<file path="src/hw/zmem_pkg.sv">
/*
 shared types and port codes for the Z80 memory paging path
 pulled in by the pagers, the DOS controller, the mapper and the top level
*/
package zmem_pkg;

	////////////////////////////////////////////////////////////////////////////
	// port codes and trap address
	////////////////////////////////////////////////////////////////////////////

	// low address byte of the pager ports
	localparam logic [7:0] PORT_RAM_PAGE = 8'hF7;
	localparam logic [7:0] PORT_ROM_PAGE = 8'hFB;
	localparam logic [7:0] PORT_WRDIS    = 8'hBF;

	// opcode fetch from this high byte in ROM turns DOS on
	localparam logic [7:0] DOS_TRAP_HI = 8'h3D;

	////////////////////////////////////////////////////////////////////////////
	// bus types
	////////////////////////////////////////////////////////////////////////////

	// one CPU memory access, at most one per fclk
	typedef struct packed {
		logic        valid;
		logic        rnw;
		logic        m1;
		logic [15:0] addr;
		logic [7:0]  wdata;
	} cpu_acc_t;

	// one I/O write, addr[15:14] picks the window
	typedef struct packed {
		logic        valid;
		logic [15:0] addr;
		logic [7:0]  data;
	} port_wr_t;

	////////////////////////////////////////////////////////////////////////////
	// window state
	////////////////////////////////////////////////////////////////////////////

	typedef struct packed {
		logic [7:0] page;
	} ram_view_t;

	// dos_follow lets bit 0 of the ROM page track the DOS flag
	typedef struct packed {
		logic [1:0] reserved;
		logic       dos_follow;
		logic [4:0] rom_page;
	} rom_view_t;

	// same page byte, read one way or the other by romnram
	typedef union packed {
		ram_view_t ram;
		rom_view_t rom;
	} win_page_u;

	typedef struct packed {
		logic      romnram;
		logic      wrdisable;
		win_page_u page;
	} win_cfg_t;

	// request toward the memory arbiter
	// ROM uses addr[18:0] only
	typedef struct packed {
		logic        valid;
		logic        rom;
		logic        rnw;
		logic [21:0] addr;
		logic [7:0]  wdata;
	} mem_req_t;

endpackage

</file>
<file path="src/hw/win_pager.sv">
/*
 one 16 KB window pager; holds page byte, ROM/RAM flag and write disable
 loaded from the F7/FB/BF ports addressed to this window
*/
module win_pager #(
	parameter int unsigned WIN_IDX = 0
) (
	input  logic               fclk,
	input  logic               rst_n,
	input  zmem_pkg::port_wr_t port_wr,
	output zmem_pkg::win_cfg_t cfg
);
	import zmem_pkg::*;

	logic win_hit;

	// high two address bits select the window
	assign win_hit = port_wr.valid && (port_wr.addr[15:14] == 2'(WIN_IDX));

	always_ff @(posedge fclk)
	begin
		if (!rst_n)
		begin
			cfg.wrdisable <= 1'b0;
			if (WIN_IDX == 0)
			begin
				// boot ROM page 0, DOS ROM follows the flag
				cfg.romnram                <= 1'b1;
				cfg.page.rom.reserved      <= 2'b00;
				cfg.page.rom.dos_follow    <= 1'b1;
				cfg.page.rom.rom_page      <= 5'd0;
			end
			else
			begin
				cfg.romnram       <= 1'b0;
				cfg.page.ram.page <= 8'(WIN_IDX);
			end
		end
		else if (win_hit)
		begin
			case (port_wr.addr[7:0])
				PORT_RAM_PAGE:
				begin
					cfg.romnram       <= 1'b0;
					cfg.page.ram.page <= port_wr.data;
				end
				PORT_ROM_PAGE:
				begin
					cfg.romnram  <= 1'b1;
					cfg.page.rom <= rom_view_t'(port_wr.data);
				end
				PORT_WRDIS:
				begin
					cfg.wrdisable <= port_wr.data[0];
				end
				default:
				begin
					// other ports belong to someone else
					cfg <= cfg;
				end
			endcase
		end
	end

endmodule

</file>
<file path="src/hw/dos_ctrl.sv">
/*
 DOS flag; set by a ROM opcode fetch from 3Dxx, cleared by a fetch at 4000h or above
*/
module dos_ctrl (
	input  logic               fclk,
	input  logic               rst_n,
	input  zmem_pkg::cpu_acc_t cpu_acc,
	input  logic               acc_taken,
	input  logic               win0_romnram,
	output logic               dos
);
	import zmem_pkg::*;

	logic fetch;
	logic set_dos;
	logic clr_dos;

	// only accepted M1 cycles count
	assign fetch = acc_taken & cpu_acc.m1;

	// 3Dxx lies in window 0, so that window has to hold ROM
	assign set_dos = fetch & win0_romnram & (cpu_acc.addr[15:8] == DOS_TRAP_HI);

	// anything outside window 0 leaves DOS
	assign clr_dos = fetch & (cpu_acc.addr[15:14] != 2'b00);

	always_ff @(posedge fclk)
	begin
		if (!rst_n)
		begin
			dos <= 1'b0;
		end
		else if (set_dos)
		begin
			dos <= 1'b1;
		end
		else if (clr_dos)
		begin
			dos <= 1'b0;
		end
	end

endmodule

</file>
<file path="src/hw/credit_ctrl.sv">
/*
 credit counter toward the memory arbiter; one credit per issued request
 cpu_ready is registered and gates new CPU accesses
*/
module credit_ctrl #(
	parameter int unsigned MEM_CREDITS = 4
) (
	input  logic fclk,
	input  logic rst_n,
	input  logic req_issued,
	input  logic mem_credit,
	output logic cpu_ready
);
	localparam int unsigned CW = $clog2(MEM_CREDITS + 1);

	logic [CW-1:0] cnt;
	logic [CW-1:0] cnt_next;

	// spend and return may land together
	always_comb
	begin
		case ({req_issued, mem_credit})
			2'b10:   cnt_next = cnt - 1'b1;
			2'b01:   cnt_next = cnt + 1'b1;
			default: cnt_next = cnt;
		endcase
	end

	////////////////////////////////////////////////////////////////////////////
	// counter and ready
	////////////////////////////////////////////////////////////////////////////

	always_ff @(posedge fclk)
	begin
		if (!rst_n)
		begin
			cnt       <= CW'(MEM_CREDITS);
			cpu_ready <= 1'b1;
		end
		else
		begin
			cnt <= cnt_next;
			// an access taken while ready is high only issues next cycle,
			// so keep one credit back for it
			cpu_ready <= (cnt_next > CW'(cpu_ready));
		end
	end

endmodule

</file>
<file path="src/hw/mem_mapper.sv">
/*
 maps a CPU access through the selected window into a ROM or DRAM request
 writes to write-disabled windows are accepted and dropped
*/
module mem_mapper (
	input  logic               fclk,
	input  logic               rst_n,
	input  zmem_pkg::cpu_acc_t cpu_acc,
	input  logic               cpu_ready,
	input  zmem_pkg::win_cfg_t win_cfg [4],
	input  logic               dos,
	output logic               acc_taken,
	output zmem_pkg::mem_req_t mem_req
);
	import zmem_pkg::*;

	win_cfg_t    sel;
	rom_view_t   rom_v;
	logic [4:0]  rom_pg;
	logic [13:0] offset;
	logic        wr_blocked;
	mem_req_t    req_d;
	mem_req_t    req_q;
	logic        req_vld;

	assign acc_taken = cpu_acc.valid & cpu_ready;
	assign offset    = cpu_acc.addr[13:0];

	////////////////////////////////////////////////////////////////////////////
	// window select and page decode
	////////////////////////////////////////////////////////////////////////////

	always_comb
	begin
		sel   = win_cfg[cpu_acc.addr[15:14]];
		rom_v = sel.page.rom;

		// bit 0 picks basic/DOS ROM when following the flag
		if (rom_v.dos_follow)
		begin
			rom_pg = {rom_v.rom_page[4:1], dos};
		end
		else
		begin
			rom_pg = rom_v.rom_page;
		end

		wr_blocked = ~cpu_acc.rnw & sel.wrdisable;
	end

	always_comb
	begin
		req_d.valid = acc_taken & ~wr_blocked;
		req_d.rom   = sel.romnram;
		req_d.rnw   = cpu_acc.rnw;
		req_d.wdata = cpu_acc.wdata;
		if (sel.romnram)
		begin
			// 512 KB ROM space
			req_d.addr = {3'b000, rom_pg, offset};
		end
		else
		begin
			// 4 MB DRAM space
			req_d.addr = {sel.page.ram.page, offset};
		end
	end

	////////////////////////////////////////////////////////////////////////////
	// request register
	////////////////////////////////////////////////////////////////////////////

	always_ff @(posedge fclk)
	begin
		if (!rst_n)
		begin
			req_vld <= 1'b0;
		end
		else
		begin
			req_vld <= req_d.valid;
		end
	end

	// payload only, loaded on every taken access
	always_ff @(posedge fclk)
	begin
		if (acc_taken)
		begin
			req_q <= req_d;
		end
	end

	always_comb
	begin
		mem_req       = req_q;
		mem_req.valid = req_vld;
	end

endmodule

</file>
<file path="src/hw/zmem_top.sv">
/*
 Z80 memory paging path: four window pagers, DOS flag, credit control, mapper
 CPU accesses in, credit-controlled memory requests out
*/
module zmem_top #(
	parameter int unsigned MEM_CREDITS = 4
) (
	input  logic               fclk,
	input  logic               rst_n,
	input  zmem_pkg::cpu_acc_t cpu_acc,
	input  zmem_pkg::port_wr_t port_wr,
	input  logic               mem_credit,
	output logic               cpu_ready,
	output zmem_pkg::mem_req_t mem_req,
	output logic               dos
);
	import zmem_pkg::*;

	win_cfg_t win_cfg [4];
	logic     acc_taken;

	////////////////////////////////////////////////////////////////////////////
	// window pagers
	////////////////////////////////////////////////////////////////////////////

	for (genvar i = 0; i < 4; i++)
	begin : g_pager
		win_pager #(
			.WIN_IDX(i)
		) win_pager_inst (
			.fclk   (fclk),
			.rst_n  (rst_n),
			.port_wr(port_wr),
			.cfg    (win_cfg[i])
		);
	end

	////////////////////////////////////////////////////////////////////////////
	// DOS flag and credits
	////////////////////////////////////////////////////////////////////////////

	dos_ctrl dos_ctrl_inst (
		.fclk        (fclk),
		.rst_n       (rst_n),
		.cpu_acc     (cpu_acc),
		.acc_taken   (acc_taken),
		.win0_romnram(win_cfg[0].romnram),
		.dos         (dos)
	);

	credit_ctrl #(
		.MEM_CREDITS(MEM_CREDITS)
	) credit_ctrl_inst (
		.fclk      (fclk),
		.rst_n     (rst_n),
		.req_issued(mem_req.valid),
		.mem_credit(mem_credit),
		.cpu_ready (cpu_ready)
	);

	// address mapper
	mem_mapper mem_mapper_inst (
		.fclk     (fclk),
		.rst_n    (rst_n),
		.cpu_acc  (cpu_acc),
		.cpu_ready(cpu_ready),
		.win_cfg  (win_cfg),
		.dos      (dos),
		.acc_taken(acc_taken),
		.mem_req  (mem_req)
	);

endmodule

</file>
<file path="config.mk">
export PLATFORM = sky130hd
export DESIGN_NAME = zmem_top
export DESIGN_NICKNAME = d
export VERILOG_FILES = /design/src/hw/zmem_pkg.sv /design/src/hw/win_pager.sv /design/src/hw/dos_ctrl.sv /design/src/hw/credit_ctrl.sv /design/src/hw/mem_mapper.sv /design/src/hw/zmem_top.sv
export SDC_FILE = /design/constraint.sdc
export NUM_CORES = 1
export LEC_CHECK = 0
export BUFFER_PORTS_ARGS = -buffer_cell sky130_fd_sc_hd__buf_2
export CAP_MARGIN = 20
export CORE_MARGIN = 4
export CORE_UTILIZATION = 45
export CTS_CLUSTER_SIZE = 30
export DETAILED_ROUTE_END_ITERATION = 8
export PLACE_DENSITY_LB_ADDON = 0.12
export REMOVE_ABC_BUFFERS = 1
export SKIP_CTS_REPAIR_TIMING = 1
export SYNTH_ARGS = -nofsm -noshare
export SYNTH_HDL_FRONTEND = slang
export SYNTH_SLANG_ARGS = --single-unit
</file>
<file path="constraint.sdc">
create_clock -name fclk -period 5.2 [get_ports fclk]
set_clock_uncertainty 0.1 [all_clocks]
set_input_delay 0 -clock fclk [delete_from_list [all_inputs] [get_ports fclk]]
set_output_delay 0 -clock fclk [all_outputs]
set_load 0.01 [all_outputs]
</file>
**Word level (Yosys, flattened, before mapping)**

Index checks and enable logic that the tools add are counted.

- Flip-flop bits (word level): 78
- Word-level logic and storage cells: 74
- Bits of input ports: 55

- Equal/unequal tests: 9
- Order comparisons: 2
- $add $sub $neg: 2
- Muxes and demuxes: 9
- Bitwise operators: 10
- Reduce and logical (&&, ||, !) cells: 21

Operators by type and width:

| operator | count |
|---|---|
| $eq 8x8->1 const B | 3 |
| $reduce_and 2->1 | 12 |
| $bmux 10 s2 | 1 |
| $mux 10 | 2 |
| $mux 15 | 1 |
| $eq 8x6->1 const B | 1 |
| $and 1x1->1 | 7 |
| $eq 2x2->1 const B | 3 |
| $pmux 3 s2 | 1 |
| $reduce_bool 2->1 | 3 |
| $eq 2x1->1 const B | 2 |
| $logic_and 1x1->1 | 4 |
| $add 3x1->3 const B | 1 |
| $ge 3x3->1 const B | 1 |
| $gt 3x1->1 | 1 |
| $mux 1 | 3 |
| $not 2->3 | 1 |
| $sub 3x1->3 const B | 1 |
| $logic_not 2->1 | 1 |
| $not 1->1 | 2 |
| $pmux 1 s2 | 1 |
| $reduce_or 2->1 | 1 |

**Logic depth before layout (Yosys ltp)**

- Depth in word-level cells: 7
- Gate-level depth with buffers: 8

**Hierarchy**

A second synthesis with hierarchy kept.

- Cells, all modules: 290
- Area, all modules: 3512.1 um2

By module, submodules not included:

| module | instances | area each (um2) | cells each | sequential area each (um2) |
|---|---|---|---|---|
| mem_mapper | 1 | 1326.3 | 55 | 980.9 |
| win_pager at g_pager[0].win_pager_inst | 1 | 488.0 | 52 | 200.2 |
| win_pager at g_pager[3].win_pager_inst | 1 | 483.0 | 52 | 200.2 |
| win_pager at g_pager[2].win_pager_inst | 1 | 478.0 | 51 | 200.2 |
| win_pager at g_pager[1].win_pager_inst | 1 | 465.4 | 52 | 200.2 |
| credit_ctrl | 1 | 205.2 | 20 | 80.1 |
| dos_ctrl | 1 | 66.3 | 8 | 20.0 |

**Worst setup path before layout**

No wires, ideal clock.

- Path kind: register to register
- Start: register credit_ctrl_inst.cpu_ready
- End: register dos_ctrl_inst.dos
- Path slack: 3.200 ns
- Arrival time: 1.842 ns
- Cell stages (with the launch flop): 5
- Required time: 5.042 ns
- Library setup time: 0.058 ns
- Buffers on the path: 0
- Period minus slack after synthesis: 2.000 ns
- Path through: dfxtp_1 and2_1 nand2_1 nor4_1 o221a_2

- Longest elaborated chain between the ends: 5
- Elaborated cells on any way between the ends: 7
- Those cells by class: 1 x mux; 5 x bitwise; 1 x reduce/logical

RTL lines:

| item | line | text |
|---|---|---|
| start: declaration | credit_ctrl.sv:12 | `output logic cpu_ready` |
| start signal: assignment | credit_ctrl.sv:45 | `cpu_ready <= (cnt_next > CW'(cpu_ready));` |
| $and 1x1->1 * | mem_mapper.sv:26 | `assign acc_taken = cpu_acc.valid & cpu_ready;` |
| net acc_taken | zmem_top.sv:20 | `logic acc_taken;` |
| $and 1x1->1 * | dos_ctrl.sv:19 | `assign fetch = acc_taken & cpu_acc.m1;` |
| $and 1x1->1 (2 in a row) | dos_ctrl.sv:22 | `assign set_dos = fetch & win0_romnram & (cpu_acc.addr[15:8] == DOS_TRAP_HI);` |
| $mux 1 / $reduce_bool 2->1 (equally long branches) | - |  |
| end signal: assignment | dos_ctrl.sv:31 | `dos <= 1'b0;` |
| end signal: assignment | dos_ctrl.sv:35 | `dos <= 1'b1;` |
| end signal: assignment | dos_ctrl.sv:39 | `dos <= 1'b0;` |
| end: declaration | dos_ctrl.sv:10 | `output logic dos` |

The timed path passes the listed nets; every way through them passes the cells marked *.
A chain may end at the register's enable or synchronous reset.

==> results_dict.tcl <==
set metrics [dict create \
    num_vias 2312 \
    final_nets 422 \
    cts-root-buf "clkbuf_8" \
    synth_edf_count 32 \
    wl_per_cell_um 14.5 \
    hold_path_class "in -> reg" \
    drt_iter0_drc 71 \
    placementRows 30 \
    dieArea_um2 8380 \
    worstMarginPinSlew_ns 0.861 \
    numCtsBuffers 9 \
    first_global_vias 2001 \
    slew-limit-headroom_pct 42.2 \
    arrival_ns 2.83 \
    drv_slew 0 \
    syn_avg_cell_area_um2 12.9 \
    setup_tns_ns 0 \
    ys_types 36 \
    timing.critical_path.to_type "flip-flop" \
    whs_path_depth 3 \
    outcome "finished clean" \
    final_cell_area_um2 4220 \
    port_buffers 83 \
    remaining_drc_errors 0 \
    die_h_um 91.6 \
    ant_nets 0 \
    ys_top_cells_by_area "edfxtp_1, dfxtp_1, mux2i_1" \
    h-tree-depth 3 \
    dpl_worst_slack_ns 3.20 \
    hold_viol_final 0 \
    synth_cells 244 \
    insertion_delay_ns 0.34 \
    ys_seq_elements 78 \
    yosys.area.top_type "edfxtp_1" \
    via_per_inst 4.97 \
    cp_max_fo 29 \
    antenna_found_initial 0 \
    synth.top_cell.area_share_pct 30.6 \
    clock.fmax_mhz 369 \
    n_antenna_cell 0 \
    num_io_pins 90 \
    first_pass_iters 4 \
    core_um2 6790 \
    syn_area_um2 3140 \
    synth-async-reset-ratio_pct 0 \
    clkTransAtPathRegs_ns 0.07 \
    rsz0062_at_grt "false" \
    fin_crit_sh_pct 52.1 \
    setup_slack_ns 2.49 \
    cts_tree "yes" \
    synth_warnings 0 \
    cp-start-kind "primary input" \
    synth_top_flop_cell "dfxtp_1" \
    leakagePower_nw 1.61 \
    grt.total_usage_pct 15.5 \
    maxCapViolCount 0 \
    power_density_nw_per_um2 324 \
    finalCriticalPeriod_ns 2.71 \
    cts_buffer_depth 2 \
    layout.cells.non_filler 465 \
    path_class "in -> reg" \
    start_util_pct 46.2 \
    drt-total-wl_mm 6.75 \
    synth-seq-area-share_pct 59.9 \
    grt_max_degree 35 \
    r2r_cells 8 \
    ir_drop_mv 0.131 \
    gp_congestion 0.739 \
    fin_util_pct 62.0 \
    setup_violations 0 \
    grt_pass1_wl_mm 10.0 \
    post_dp_cell_area_um2 3640 \
    layout-drive-gt1-share_pct 32.0 \
    area_growth_pct 34.2 \
    die_w_um 91.6 \
    numClockSinks 78 \
    grt-ovfl-total 0 \
    dpl.hpwl_mm 4.32 \
    crit_required_ns 5.32 \
    dp_cells 413 \
]
## flip-flops by register name, indices dropped and copies added (netlist names)
| register | flops |
|---|---|
| mem_mapper_inst.mem_req | 32 |
| dos_ctrl_inst.dos | 1 |
| credit_ctrl_inst.cpu_ready | 1 |
| mem_mapper_inst.req_vld | 1 |
| g_pager.win_pager_inst.cfg | 40 |
| credit_ctrl_inst.cnt | 3 |
## kinds of logic (layout without fill, tap and decap cells)
logic type                 count (synthesis)  after routing  share of synthesized area, %
and+or+nand+nor                           76             76                          13.4
DFF                                       78             78                          59.9
muxes                                     37             37                          15.8
xor gates and xnor gates                   4              4                          1.35
AOI/OAI and AO/OA                         29             29                          5.89
adders and majority gates                  3              3                          1.43
buffers and inverters                     17            142                          2.23
## path summary, 6_finish.rpt
check                                                              startpoint                                            end  slack (ns)
worst max-delay path                                                    rst_n  g_pager[0].win_pager_inst.cfg[9]$_SDFFE_PN1P_        2.49
worst min-delay path                                              port_wr[22]  g_pager[0].win_pager_inst.cfg[8]$_SDFFE_PN0P_       0.009
worst max register to register             mem_mapper_inst.req_vld$_SDFF_PN0_          credit_ctrl_inst.cpu_ready$_SDFF_PN1_        3.41
worst min register to register  g_pager[0].win_pager_inst.cfg[0]$_SDFFE_PN0P_  g_pager[0].win_pager_inst.cfg[0]$_SDFFE_PN0P_        0.36
## through the flow
stage / total power (W) / hold WS (ns)
finish: 0.00137 / 0.00906
global route: 0.00143 / 0.0440
CTS: 0.00136 / -0.288
floorplan: 0.000801 / -0.0381
detailed placement: 0.000883 / 0.0784
global placement: 0.000880 / 0.0767
## critical path, stage by stage
cell	delay, ns
dlygate4sd3_1	0.52
buf_2	0.48
clkinv_1	0.80
a21oi_1	0.36
nand3_1	0.10
dlygate4sd3_1	0.57
## routing by layer
layer | vias to the layer above | track usage [%] | part of all wire, %
li1 | 1142 | - | -
met1 | 1088 | 21.2 | 47
met5 | - | 0 | 0
met4 | 0 | 5.65 | 1.1
met2 | 74 | 23.1 | 45
met3 | 8 | 4.56 | 6.6
## power by group
| group | total, W | switching, W | internal, W |
|---|---|---|---|
| Clock | 0.000479 | 0.000214 | 0.000265 |
| Sequential | 0.000701 | 0.0000128 | 0.000688 |
| Combinational | 0.000186 | 0.000105 | 0.0000812 |
| Total | 0.00137 | 0.000332 | 0.00103 |
## Yosys cell counts (2+ instances only)
cell      number
nand4_1        2
xor2_1         2
nor3_1         3
edfxtp_1      32
o31ai_1        8
ha_1           2
buf_2          2
a21oi_1        5
or4_1          2
mux4_2        10
inv_1          5
nand3b_1       2
mux2i_1       26
clkbuf_1       7
nand2_1       21
dfxtp_1       46
nor4_4         4
o211ai_1       4
nor2_1        24
nor2b_1        3
o21ai_0       10
nand3_1       10
## layout make-up
type	instances	area [µm²]
Inverter	6	22.5
Multi-Input combinational cell	149	1190
Tap cell	96	120
Clock buffer	12	166
Fill cell	549	2580
Clock inverter	4	51.3
Sequential cell	78	1880
Timing Repair Buffer	120	783
## cell usage in the layout, fill, tap and decap left out, types with 2 or more instances in the layout
master          n
nor2b_1         3
mux4_2         10
clkbuf_8       10
dlygate4sd3_1  36
edfxtp_1       32
mux2i_1        26
nand4_1         2
ha_1            2
xor2_1          2
or4_1           2
nor4_4          4
o211ai_1        4
o21ai_0        10
nand2_1        21
inv_1           5
nand3b_1        2
nor2_1         24
o31ai_1         8
nor3_1          3
nand3_1        10
dfxtp_1        46
a21oi_1         5
buf_2          83
Note: power is estimated with default switching activity, not from simulation.
